`src/logic/stream_pkg.sv`:
```
//////////////////////////////////////////////////
// page streamer shared sizes and bus types
//////////////////////////////////////////////////
package stream_pkg;

  // address and page geometry
  localparam int ADDR_W         = 32;
  localparam int PAGE_OFFSET_W  = 8;
  localparam int LINE_W         = 128;
  localparam int WORD_W         = 32;

  // derived sizes
  localparam int LINES_PER_PAGE = (1 << PAGE_OFFSET_W) / (LINE_W / 8);
  localparam int LINE_IDX_W     = $clog2(LINES_PER_PAGE);
  localparam int WORDS_PER_LINE = LINE_W / WORD_W;
  localparam int WORD_SEL_W     = $clog2(WORDS_PER_LINE);
  localparam int PAGE_TAG_W     = ADDR_W - PAGE_OFFSET_W;
  localparam int COUNT_W        = 9;

  typedef logic [LINE_W-1:0] line_t;

  // client request
  typedef struct packed {
    logic [ADDR_W-1:0]  addr;
    logic [COUNT_W-1:0] count;
    logic               flush;
    logic               last;
  } rd_req_t;

  // memory read address, len is beats minus one
  typedef struct packed {
    logic [ADDR_W-1:0] addr;
    logic [7:0]        len;
  } ar_req_t;

  typedef struct packed {
    line_t data;
    logic  last;
  } r_beat_t;

  typedef struct packed {
    logic [WORD_W-1:0] data;
    logic              last;
  } cl_beat_t;

endpackage
```
`src/logic/stream_read_top.sv`:
```
//////////////////////////////////////////////////
// page-buffered read streamer, top level
// controller, line fifo, fill engine, buffer, output
//////////////////////////////////////////////////
module stream_read_top #(
  parameter int FIFO_DEPTH = stream_pkg::LINES_PER_PAGE
) (
  input  logic                 clk,
  input  logic                 rst_n,
  input  stream_pkg::rd_req_t  req,
  input  logic                 req_val,
  output logic                 req_rdy,
  output stream_pkg::ar_req_t  ar,
  output logic                 ar_valid,
  input  logic                 ar_ready,
  input  stream_pkg::r_beat_t  r,
  input  logic                 r_valid,
  output logic                 r_ready,
  output stream_pkg::cl_beat_t cl,
  output logic                 cl_valid,
  input  logic                 cl_ready,
  output logic                 busy
);

  logic                                fifo_full;
  logic                                fifo_push;
  logic                                fifo_pop;
  logic                                fifo_empty;
  stream_pkg::line_t                   fifo_line;
  logic                                fill_start;
  logic                                fill_busy;
  logic [stream_pkg::LINE_IDX_W-1:0]   wr_index;
  logic                                wr_en;
  logic [stream_pkg::LINE_IDX_W-1:0]   wr_addr;
  stream_pkg::line_t                   wr_line;
  logic [stream_pkg::LINE_IDX_W-1:0]   rd_index;
  stream_pkg::line_t                   rd_line;
  stream_pkg::rd_req_t                 stream_req;
  logic                                stream_start;
  logic                                stream_done;

  page_fetch_ctrl u_ctrl (
    .clk          (clk),
    .rst_n        (rst_n),
    .req          (req),
    .req_val      (req_val),
    .req_rdy      (req_rdy),
    .ar           (ar),
    .ar_valid     (ar_valid),
    .ar_ready     (ar_ready),
    .r_valid      (r_valid),
    .r_last       (r.last),
    .r_ready      (r_ready),
    .fifo_full    (fifo_full),
    .fifo_push    (fifo_push),
    .fill_busy    (fill_busy),
    .fill_start   (fill_start),
    .stream_req   (stream_req),
    .stream_start (stream_start),
    .stream_done  (stream_done),
    .busy         (busy)
  );

  line_fifo #(.DEPTH(FIFO_DEPTH)) u_fifo (
    .clk   (clk),
    .rst_n (rst_n),
    .push  (fifo_push),
    .din   (r.data),
    .full  (fifo_full),
    .pop   (fifo_pop),
    .dout  (fifo_line),
    .empty (fifo_empty)
  );

  page_fill u_fill (
    .clk        (clk),
    .rst_n      (rst_n),
    .fill_start (fill_start),
    .fifo_empty (fifo_empty),
    .fifo_pop   (fifo_pop),
    .fifo_line  (fifo_line),
    .wr_en      (wr_en),
    .wr_addr    (wr_addr),
    .wr_line    (wr_line),
    .fill_busy  (fill_busy),
    .wr_index   (wr_index)
  );

  page_ram #(.DEPTH(stream_pkg::LINES_PER_PAGE)) u_ram (
    .clk     (clk),
    .wr_en   (wr_en),
    .wr_addr (wr_addr),
    .wr_line (wr_line),
    .rd_addr (rd_index),
    .rd_line (rd_line)
  );

  cl_stream_out u_out (
    .clk          (clk),
    .rst_n        (rst_n),
    .stream_start (stream_start),
    .stream_req   (stream_req),
    .fill_busy    (fill_busy),
    .wr_index     (wr_index),
    .rd_index     (rd_index),
    .rd_line      (rd_line),
    .cl           (cl),
    .cl_valid     (cl_valid),
    .cl_ready     (cl_ready),
    .stream_done  (stream_done)
  );

endmodule

```
`src/logic/page_fetch_ctrl.sv`:
```
//////////////////////////////////////////////////
// main controller: page tag check, burst request,
// read channel acceptance and busy
//////////////////////////////////////////////////
module page_fetch_ctrl (
  input  logic                clk,
  input  logic                rst_n,
  input  stream_pkg::rd_req_t req,
  input  logic                req_val,
  output logic                req_rdy,
  output stream_pkg::ar_req_t ar,
  output logic                ar_valid,
  input  logic                ar_ready,
  input  logic                r_valid,
  input  logic                r_last,
  output logic                r_ready,
  input  logic                fifo_full,
  output logic                fifo_push,
  input  logic                fill_busy,
  output logic                fill_start,
  output stream_pkg::rd_req_t stream_req,
  output logic                stream_start,
  input  logic                stream_done,
  output logic                busy
);

  typedef enum logic [2:0] {
    ST_IDLE,
    ST_WAIT_FILL,
    ST_ADDR,
    ST_DATA,
    ST_XFER
  } state_t;

  state_t                              state_r;
  state_t                              state_nx;
  logic [stream_pkg::PAGE_TAG_W-1:0]   tag_r;
  logic                                tag_valid_r;
  stream_pkg::rd_req_t                 req_r;
  logic                                req_take;
  logic                                hit;
  logic                                start_hit;

  //////////////////////////////////////////////////
  // tag check and request capture
  //////////////////////////////////////////////////
  assign req_take  = (state_r == ST_IDLE) && req_val;
  assign hit       = tag_valid_r && !req.flush &&
                     (req.addr[stream_pkg::ADDR_W-1 -: stream_pkg::PAGE_TAG_W] == tag_r);
  assign start_hit = req_take && hit;

  always_ff @(posedge clk) begin
    if (!rst_n) begin
      tag_valid_r <= 1'b0;
    end else if (req_take) begin
      tag_valid_r <= 1'b1;
    end
  end

  // a miss loads the new page, a hit rewrites the same tag
  always_ff @(posedge clk) begin
    if (req_take) begin
      tag_r <= req.addr[stream_pkg::ADDR_W-1 -: stream_pkg::PAGE_TAG_W];
      req_r <= req;
    end
  end

  //////////////////////////////////////////////////
  // state machine
  //////////////////////////////////////////////////
  always_ff @(posedge clk) begin
    if (!rst_n) begin
      state_r <= ST_IDLE;
    end else begin
      state_r <= state_nx;
    end
  end

  always_comb begin
    state_nx = state_r;
    case (state_r)
      ST_IDLE: begin
        if (req_val) begin
          state_nx = hit ? ST_XFER : ST_WAIT_FILL;
        end
      end
      // previous fill may still be draining the fifo
      ST_WAIT_FILL: if (!fill_busy) state_nx = ST_ADDR;
      ST_ADDR:      if (ar_ready) state_nx = ST_DATA;
      ST_DATA:      if (fifo_push && r_last) state_nx = ST_XFER;
      ST_XFER:      if (stream_done) state_nx = ST_IDLE;
      default:      state_nx = ST_IDLE;
    endcase
  end

  // outputs
  assign req_rdy      = (state_r == ST_IDLE);
  assign fill_start   = (state_r == ST_WAIT_FILL) && !fill_busy;
  // streamer starts with the fill so it can follow the write index
  assign stream_start = start_hit || fill_start;
  assign stream_req   = start_hit ? req : req_r;

  assign ar.addr  = {req_r.addr[stream_pkg::ADDR_W-1 -: stream_pkg::PAGE_TAG_W],
                     {stream_pkg::PAGE_OFFSET_W{1'b0}}};
  assign ar.len   = 8'(stream_pkg::LINES_PER_PAGE - 1);
  assign ar_valid = (state_r == ST_ADDR);

  assign r_ready   = (state_r == ST_DATA) && !fifo_full;
  assign fifo_push = r_valid && r_ready;

  assign busy = (state_r != ST_IDLE) || !stream_done;

endmodule

```
`src/logic/cl_stream_out.sv`:
```
//////////////////////////////////////////////////
// output streamer: buffer read, word select,
// burst countdown and last flag
//////////////////////////////////////////////////
module cl_stream_out (
  input  logic                              clk,
  input  logic                              rst_n,
  input  logic                              stream_start,
  input  stream_pkg::rd_req_t               stream_req,
  input  logic                              fill_busy,
  input  logic [stream_pkg::LINE_IDX_W-1:0] wr_index,
  output logic [stream_pkg::LINE_IDX_W-1:0] rd_index,
  input  stream_pkg::line_t                 rd_line,
  output stream_pkg::cl_beat_t              cl,
  output logic                              cl_valid,
  input  logic                              cl_ready,
  output logic                              stream_done
);

  typedef enum logic [1:0] {
    ST_IDLE,
    ST_XFER,
    ST_LINE_READ
  } state_t;

  state_t                               state_r;
  logic [stream_pkg::LINE_IDX_W-1:0]    line_idx;
  logic [stream_pkg::WORD_SEL_W-1:0]    word_sel;
  logic [stream_pkg::COUNT_W-1:0]       remain;
  logic                                 last_r;
  logic                                 read_ok;
  logic                                 xfer;
  logic                                 final_word;

  // line is readable once the fill has written past it
  assign read_ok    = !fill_busy || (line_idx < wr_index);
  assign final_word = (remain == stream_pkg::COUNT_W'(1));

  assign rd_index    = line_idx;
  assign stream_done = (state_r == ST_IDLE);
  assign cl_valid    = (state_r == ST_XFER) && read_ok;
  assign xfer        = cl_valid && cl_ready;
  assign cl.data     = rd_line[word_sel*stream_pkg::WORD_W +: stream_pkg::WORD_W];
  assign cl.last     = last_r && final_word;

  //////////////////////////////////////////////////
  // counters and state
  //////////////////////////////////////////////////
  always_ff @(posedge clk) begin
    if (!rst_n) begin
      state_r  <= ST_IDLE;
      line_idx <= '0;
      word_sel <= '0;
      remain   <= '0;
      last_r   <= 1'b0;
    end else begin
      case (state_r)
        ST_IDLE: begin
          if (stream_start) begin
            line_idx <= stream_req.addr[stream_pkg::PAGE_OFFSET_W-1 -: stream_pkg::LINE_IDX_W];
            word_sel <= stream_req.addr[stream_pkg::PAGE_OFFSET_W-stream_pkg::LINE_IDX_W-1
                                        -: stream_pkg::WORD_SEL_W];
            remain   <= stream_req.count;
            last_r   <= stream_req.last;
            // an empty request finishes at once
            if (stream_req.count != '0) begin
              state_r <= ST_LINE_READ;
            end
          end
        end
        // ram captures rd_index on the edge leaving this state
        ST_LINE_READ: begin
          if (read_ok) begin
            state_r <= ST_XFER;
          end
        end
        ST_XFER: begin
          if (xfer) begin
            remain   <= remain - 1'b1;
            word_sel <= word_sel + 1'b1;
            if (final_word) begin
              state_r <= ST_IDLE;
            end else if (word_sel ==
                         stream_pkg::WORD_SEL_W'(stream_pkg::WORDS_PER_LINE - 1)) begin
              line_idx <= line_idx + 1'b1;
              state_r  <= ST_LINE_READ;
            end
          end
        end
        default: state_r <= ST_IDLE;
      endcase
    end
  end

endmodule

```
`src/logic/page_ram.sv`:
```
//////////////////////////////////////////////////
// page buffer, one write port, registered read
//////////////////////////////////////////////////
module page_ram #(
  parameter int DEPTH = 16
) (
  input  logic                     clk,
  input  logic                     wr_en,
  input  logic [$clog2(DEPTH)-1:0] wr_addr,
  input  stream_pkg::line_t        wr_line,
  input  logic [$clog2(DEPTH)-1:0] rd_addr,
  output stream_pkg::line_t        rd_line
);

  stream_pkg::line_t mem [DEPTH];

  always_ff @(posedge clk) begin
    if (wr_en) begin
      mem[wr_addr] <= wr_line;
    end
    rd_line <= mem[rd_addr];
  end

endmodule

```
`src/logic/page_fill.sv`:
```
//////////////////////////////////////////////////
// fill engine, fifo lines into the page buffer
//////////////////////////////////////////////////
module page_fill (
  input  logic                              clk,
  input  logic                              rst_n,
  input  logic                              fill_start,
  input  logic                              fifo_empty,
  output logic                              fifo_pop,
  input  stream_pkg::line_t                 fifo_line,
  output logic                              wr_en,
  output logic [stream_pkg::LINE_IDX_W-1:0] wr_addr,
  output stream_pkg::line_t                 wr_line,
  output logic                              fill_busy,
  output logic [stream_pkg::LINE_IDX_W-1:0] wr_index
);

  logic filling_r;

  assign fill_busy = filling_r;
  assign fifo_pop  = filling_r && !fifo_empty;
  assign wr_en     = fifo_pop;
  assign wr_addr   = wr_index;
  assign wr_line   = fifo_line;

  always_ff @(posedge clk) begin
    if (!rst_n) begin
      filling_r <= 1'b0;
      wr_index  <= '0;
    end else if (!filling_r) begin
      if (fill_start) begin
        filling_r <= 1'b1;
        wr_index  <= '0;
      end
    end else if (fifo_pop) begin
      // index wraps to zero after the last line
      wr_index <= wr_index + 1'b1;
      if (wr_index == stream_pkg::LINE_IDX_W'(stream_pkg::LINES_PER_PAGE - 1)) begin
        filling_r <= 1'b0;
      end
    end
  end

endmodule

```
`src/logic/line_fifo.sv`:
```
//////////////////////////////////////////////////
// synchronous first-word-fall-through line fifo
//////////////////////////////////////////////////
module line_fifo #(
  parameter int DEPTH = 16
) (
  input  logic              clk,
  input  logic              rst_n,
  input  logic              push,
  input  stream_pkg::line_t din,
  output logic              full,
  input  logic              pop,
  output stream_pkg::line_t dout,
  output logic              empty
);

  localparam int PTR_W = (DEPTH > 1) ? $clog2(DEPTH) : 1;
  localparam int CNT_W = $clog2(DEPTH + 1);

  stream_pkg::line_t mem [DEPTH];
  logic [PTR_W-1:0]  wr_ptr;
  logic [PTR_W-1:0]  rd_ptr;
  logic [CNT_W-1:0]  count;
  logic              do_push;
  logic              do_pop;

  assign full    = (count == CNT_W'(DEPTH));
  assign empty   = (count == '0);
  assign do_push = push && !full;
  assign do_pop  = pop && !empty;
  // head entry is visible without a read cycle
  assign dout    = mem[rd_ptr];

  always_ff @(posedge clk) begin
    if (do_push) begin
      mem[wr_ptr] <= din;
    end
  end

  always_ff @(posedge clk) begin
    if (!rst_n) begin
      wr_ptr <= '0;
      rd_ptr <= '0;
      count  <= '0;
    end else begin
      if (do_push) begin
        wr_ptr <= (wr_ptr == PTR_W'(DEPTH - 1)) ? '0 : wr_ptr + 1'b1;
      end
      if (do_pop) begin
        rd_ptr <= (rd_ptr == PTR_W'(DEPTH - 1)) ? '0 : rd_ptr + 1'b1;
      end
      if (do_push && !do_pop) begin
        count <= count + 1'b1;
      end else if (do_pop && !do_push) begin
        count <= count - 1'b1;
      end
    end
  end

endmodule

```
`config.mk`:
```
export PLATFORM = sky130hd
export DESIGN_NAME = stream_read_top
export DESIGN_NICKNAME = d
export VERILOG_FILES = /design/src/logic/stream_pkg.sv /design/src/logic/stream_read_top.sv /design/src/logic/page_fetch_ctrl.sv /design/src/logic/cl_stream_out.sv /design/src/logic/page_ram.sv /design/src/logic/page_fill.sv /design/src/logic/line_fifo.sv
export SDC_FILE = /design/constraint.sdc
export NUM_CORES = 2
export LEC_CHECK = 0
export BUFFER_PORTS_ARGS = -buffer_cell sky130_fd_sc_hd__buf_2
export CORE_MARGIN = 1.5
export CORE_UTILIZATION = 55
export DETAILED_ROUTE_END_ITERATION = 10
export PLACE_DENSITY = 0.82
export SYNTH_ARGS = -nofsm -noshare
export SYNTH_HDL_FRONTEND = slang
export SYNTH_HIERARCHICAL = 1
export SYNTH_SLANG_ARGS = --single-unit
```
`constraint.sdc`:
```
create_clock -name clk -period 40.8 [get_ports clk]
set_clock_uncertainty 0.1 [all_clocks]
set_input_delay 8.16 -clock clk [delete_from_list [all_inputs] [get_ports clk]]
set_output_delay 8.16 -clock clk [all_outputs]
set_load 0.1 [all_outputs]
```
== Word-level counts from Yosys, hierarchy flattened ==
Memory sizes are Yosys's and may differ from the RTL's. A register that Yosys moved wholly into a read port is not among the register bits.
Index checks and enable logic that the tools add are counted.

* Add/subtract/negate cells: 8
* Order comparisons: 1
* Equal/unequal tests: 26
* Shift-type cells: 1
* Mux-type cells: 43
* Reductions and logical operators: 40

{| class="wikitable"
|+ Operators with widths
! kind !! number
|-
| 128-bit by 8-bit variable part select with 32-bit output || 1
|-
| 4-bit two-way mux || 11
|-
| 24-bit == test || 1
|-
| 19-bit two-way mux || 1
|-
| 3-bit two-way mux || 6
|-
| 9-bit two-way mux || 2
|-
| 9-bit one-hot mux with 2 select lines || 1
|-
| 4-bit by 1-bit adder with 4-bit output (second input constant) || 4
|-
| 1-bit logical AND || 16
|-
| 2-bit two-way mux || 8
|-
| 3-bit one-hot mux with 5 select lines || 1
|-
| 5-bit AND reduction || 3
|-
| 4-bit == test (second input constant) || 3
|-
| 2-bit by 1-bit != test with 1-bit output (second input constant) || 6
|-
| 2-bit != test (second input constant) || 6
|-
| 5-bit two-way mux || 2
|-
| 9-bit by 1-bit == test with 1-bit output (second input constant) || 1
|-
| 9-bit nonzero test || 1
|-
| 9-bit by 1-bit subtractor with 9-bit output (second input constant) || 1
|-
| 1-bit two-way mux || 8
|-
| 4-bit one-hot mux with 2 select lines || 1
|-
| 1-bit logical NOT || 7
|-
| 3-bit by 2-bit == test with 1-bit output (second input constant) || 2
|-
| 2-bit one-hot mux with 3 select lines || 1
|-
| other kinds (19) || 25
|}

* Bits in registers: 107
* RAM bits: 4096
* Bits of input ports: 178
* Output and inout bits: 78
* Word-level logic and storage cells: 138
* Memories: 2

{| class="wikitable"
|+ Memories
! memory !! depth !! width !! read ports !! clocked after Yosys merged registers in !! wr ports !! line !! source
|-
| u_fifo.mem || 16 || 128 || 1 || 1 || 1 || line_fifo.sv:20 || <nowiki>stream_pkg::line_t mem [DEPTH];</nowiki>
|-
| u_ram.mem || 16 || 128 || 1 || 1 || 1 || page_ram.sv:15 || <nowiki>stream_pkg::line_t mem [DEPTH];</nowiki>
|}

== Logic depth before layout (Yosys ltp) ==
* Depth in word-level cells: 9
* Mapped depth: 13
* Depth with buffers taken out: 13

== Cells and area by module ==
Netlist, hierarchy kept.

{| class="wikitable"
|+ Modules (own cells, without submodules)
! module !! instances !! cells each !! area an instance (um2)
|-
| page_ram || 1 || 3365 || 79331.1
|-
| line_fifo || 1 || 3074 || 77894.7
|-
| page_fetch_ctrl || 1 || 209 || 2570.0
|-
| cl_stream_out || 1 || 209 || 2049.5
|-
| page_fill || 1 || 160 || 1244.9
|}

== Least setup slack after synthesis ==
Ideal clock, no wire load.

* Path kind: input-to-reg
* From: input port r_valid
* To: memory u_fifo/mem[0][0] in the netlist's numbering, enable pin
* Library setup time: 0.772 ns
* Arrival time: 17.623 ns
* Data required time: 39.928 ns
* Path slack: 22.305 ns
* Stages on the path: 5
* Cells stage by stage: nor3b_1 a21boi_0 clkbuf_1 nand2_1 nor3_1

* Cells in the longest elaborated chain, start to end: 4

{| class="wikitable"
|+ RTL lines
! element !! line !! source
|-
| start: declaration || stream_read_top.sv:17 || <nowiki>input logic r_valid,</nowiki>
|-
| 1-bit logical AND || page_fetch_ctrl.sv:109 || <nowiki>assign fifo_push = r_valid && r_ready;</nowiki>
|-
| 1-bit logical AND || line_fifo.sv:29 || <nowiki>assign do_push = push && !full;</nowiki>
|-
| net u_fifo.do_push || line_fifo.sv:24 || <nowiki>logic do_push;</nowiki>
|-
| 1-bit two-way mux || line_fifo.sv:35 || <nowiki>if (do_push) begin</nowiki>
|-
| 1-bit two-way mux (not written as such) || line_fifo.sv:36 || <nowiki>mem[wr_ptr] <= din;</nowiki>
|-
| end: declaration || line_fifo.sv:20 ||
|}

The timed path passes the listed nets, and every way through them passes these cells.

== Final worst setup path ==
* From: input port r_valid
* To: memory u_fifo/mem[6][32] in the netlist's numbering, enable pin

* Cells in the longest elaborated chain, start to end: 4

{| class="wikitable"
|+ RTL lines
! element !! line !! source
|-
| 1-bit logical AND || page_fetch_ctrl.sv:109 ||
|-
| net fifo_push || stream_read_top.sv:26 || <nowiki>logic fifo_push;</nowiki>
|-
| 1-bit logical AND || line_fifo.sv:29 ||
|-
| 1-bit two-way mux || line_fifo.sv:35 ||
|-
| 1-bit two-way mux (not written as such) || line_fifo.sv:36 ||
|}

The timed path passes the listed nets, and every way through them passes these cells.

==> results by stage <==
STA:
- Setup repair after global routing left no endpoint under its margin.
- The final hold violation count was 0.
- The share of the clock period used by the worst path is 29.5%.
- The max-slew headroom at the worst pin is approximately 4.6%.
- The final sum of negative setup slack is 0 ns.
- For the pin with the worst max-slew slack, the measured transition is between 1 and 1.5 ns.
- The count of final max-slew check failures is 0.
- Subtracting the final worst setup slack from the clock period gives approximately 12 ns.
- The maximum frequency from static timing analysis is between 80 and 90 MHz.
- The final number of setup-violating endpoints is 0.
- After layout, the worst setup slack is about 29 ns.

Routing:
- The remaining number of nets flagged by the antenna check after routing is 1.
- Dividing the detail-routed wire length by the instance count gives 38.5 µm.
- The ratio of routed vias to standard cells is 6.92.
- The routed layout has 80100 vias.
- Wires add up to between 400 and 500 mm.
- The first detailed-routing pass ran for 6 iterations.
- The DRC marker count from the first detailed-route iteration is approximately 14000.
- After detailed routing, the number of remaining DRC violations is 0.

Placed design:
- Port buffering added 237 buffers.
- The placed wire-length estimate after detailed placement is about 210 mm.
- At the end of routability-driven placement, the weighted congestion stood at between 0.7 and 0.8.
- Timing analysis after detailed placement gives a worst setup slack of about 28 ns.

Critical path:
- The maximum net fanout on the critical path is 45.
- The maximum cell stage delay along the critical path is between 0.9 and 1 ns.
- Across all register-to-register paths, the minimum setup slack is 33.13 ns.
- The origin of the worst setup path is r_valid.
- The endpoint required time on the critical path is 41.20 ns.
- The cell with the largest stage delay on the worst path is buf_4.
- The startpoint-to-endpoint class of the critical path is primary input to flop.
- The kind of start point of the critical path is a primary input.
- The worst setup path is captured at a flop.
- Walking the worst path, the cells encountered are buf_2 > nor3b_1 > a21boi_1 > buf_4 > nand2_1 > nor2_4 > buf_4 > buf_4 > buf_4.
- Data arrives at the worst endpoint at between 10 and 15 ns.
- The cell that appears most often on the critical path is buf_4.

Final layout:
- Counting the fill cells in the layout gives about 18000.
- The sequential cells in the finished layout cover a total of about 130000 µm².
- The post-route netlist has between 20% and 30% of its cells at a drive strength greater than 1.
- The area occupied by multi-input gates is about 32000 µm².
- The area growth from synthesis to layout is 11.0%.
- The final net count is 7474.

Clock network:
- The clock insertion delay at the later pin of the skew report is roughly 0.94 ns.
- TritonCTS built the clock tree.
- The H-tree generated during clock tree synthesis spans 5 levels.
- In this run, CTS created clock tree buffers numbering 403.
- Post-CTS timing repair inserted 0 buffers for setup.
- The post-cts sizing count is 0.
- The clock sink total is 4308.
- The clock passes through at most 4 buffers.
- The post-CTS clock slew at the launch and capture registers of the worst setup and hold paths is 0.06 ns.
- Buffers inserted to repair hold after CTS numbered 0.
- The root buffer cell is clkbuf_16.

Die:
- The chip height is 547 µm.
- The die outline area is between 200000 and 300000 µm².
- The top-level port count is 256.
- The starting density of the core is a little under three fifths.
- The core region is 294000 µm².
- The number of standard-cell rows in the floorplan is 199.
- The die width is around 550 µm.

Global routing:
- Across every metal layer, demand over resource in global routing totals 29.8%.
- The pin count of the biggest net entering global routing is roughly 120.
- The wire length of the first global-routing pass is between 600 and 700 mm.
- The overall overflow remaining after global route is 0.
- The number of global-route vias before repair is 82900.
- The initial antenna violation count is slightly below 80.

Worst hold path:
- The critical hold path startpoint is u_out/last_r.
- The tightest min-delay check is of the flop to flop type.

Power:
- The leakage power of the design is roughly 55 nW.
- Dividing total power by cell area gives a power density of approximately 57 nW/µm².
- VDD sags by at most approximately 44 µV.

Status:
- The checks that failed: antenna violations.
- The run finished, with violations left.

Logic synthesis:
- The average footprint of a synthesized cell is approximately 23 µm².
- The synthesized instance count is between 6000 and 7000.
- The synthesized netlist occupies a cell area of approximately 160000 µm².
- Yosys printed 6 warnings.

Flow run:
- The count of maximum capacitance violations is 0.
-- stage by stage --
stage	total power [mW]	cell area, µm²	utilization (%)	std cells	hold WS (ns)
CTS	10.2	181000	61.4	11500	0.365
floorplan	6.02	163000	-	7001	0.332
global placement	6.44	168000	57.0	10800	0.375
detailed placement	6.48	168000	57.0	10800	0.356
finish	10.2	181000	61.4	11600	0.363
global route	10.5	181000	61.4	11600	0.381
-- per-layer routing --
metal / part of all wire [%] / routed length [µm] / track usage [%] / vias to the layer above
li1: - / - / - / 30100
met1: 33 / 145000 / 37.6 / 41600
met2: 50 / 221000 / 48.9 / 7043
met3: 13 / 56400 / 7.36 / 1292
met4: 5.2 / 23200 / 14.0 / 60
met5: 0.086 / 385 / 0 / -
-- layout make-up --
cell class,instances,area share (%)
clock buffer,516,5.94
sequential,4308,70.6
antenna,48,0.0664
timing repair buffer,400,1.47
clock inverter,225,1.26
multi-input combinational,2129,17.9
inverter,35,0.0727
tap,3919,2.71
-- critical path: cells and delay by family --
family	cells	cell delay (ns)
AND/OR/NAND/NOR	3	1.18
buffers and inverters	5	2.72
AO/OA/AOI/OAI	1	0.20
-- report_power, final --
group / switching [mW] / internal [mW] / total [mW] / leakage, nW
logic: 1.01 / 0.469 / 1.47 / 10.1
registers: 0.0608 / 4.91 / 4.97 / 38.6
clock network: 1.69 / 2.10 / 3.79 / 6.34
total: 2.76 / 7.48 / 10.2 / 55.0
-- path summary, 6_finish.rpt --
check	cells after the start	end
max	9	u_fifo/mem[6][32]
min	2	u_out/last_r
max reg2reg	8	u_ram/mem[0][121]
min reg2reg	2	u_out/last_r
-- registers in the layout (all words and copies together) (netlist names), named ones only --
register / flops
u_ram/mem: 2048
u_fifo/wr_ptr: 4
u_fill/fill_busy: 1
u_out/last_r: 1
u_out/word_sel: 2
u_out/state_r: 2
u_ctrl/state_r: 3
u_fifo/count: 5
u_out/remain: 9
u_out/rd_index: 4
u_ram/rd_line: 128
u_ctrl/tag_valid_r: 1
u_fifo/rd_ptr: 4
u_fill/wr_addr: 4
u_ctrl/req_r: 16
u_ctrl/tag_r: 24
u_fifo/mem: 2048
-- placed cells by master (no fill, tap or decap), types with 19 or more instances in the layout --
cell type and instances:
a211oi_1 40, a21oi_1 65, a22oi_1 221, buf_12 20
buf_2 237, buf_4 143, bufinv_16 36, clkbuf_1 94
clkbuf_16 406, clkinv_1 71, clkinv_2 77, dfxtp_1 162
diode_2 48, edfxtp_1 4136, inv_1 33, mux2_2 22
mux2i_1 106, mux4_2 1108, nand2_1 153, nor2_1 35
nor2_4 26, nor2b_1 44, o211ai_1 19, o21ai_0 26
o22ai_1 20
No activity file was read; power rests on OpenSTA's default activity.
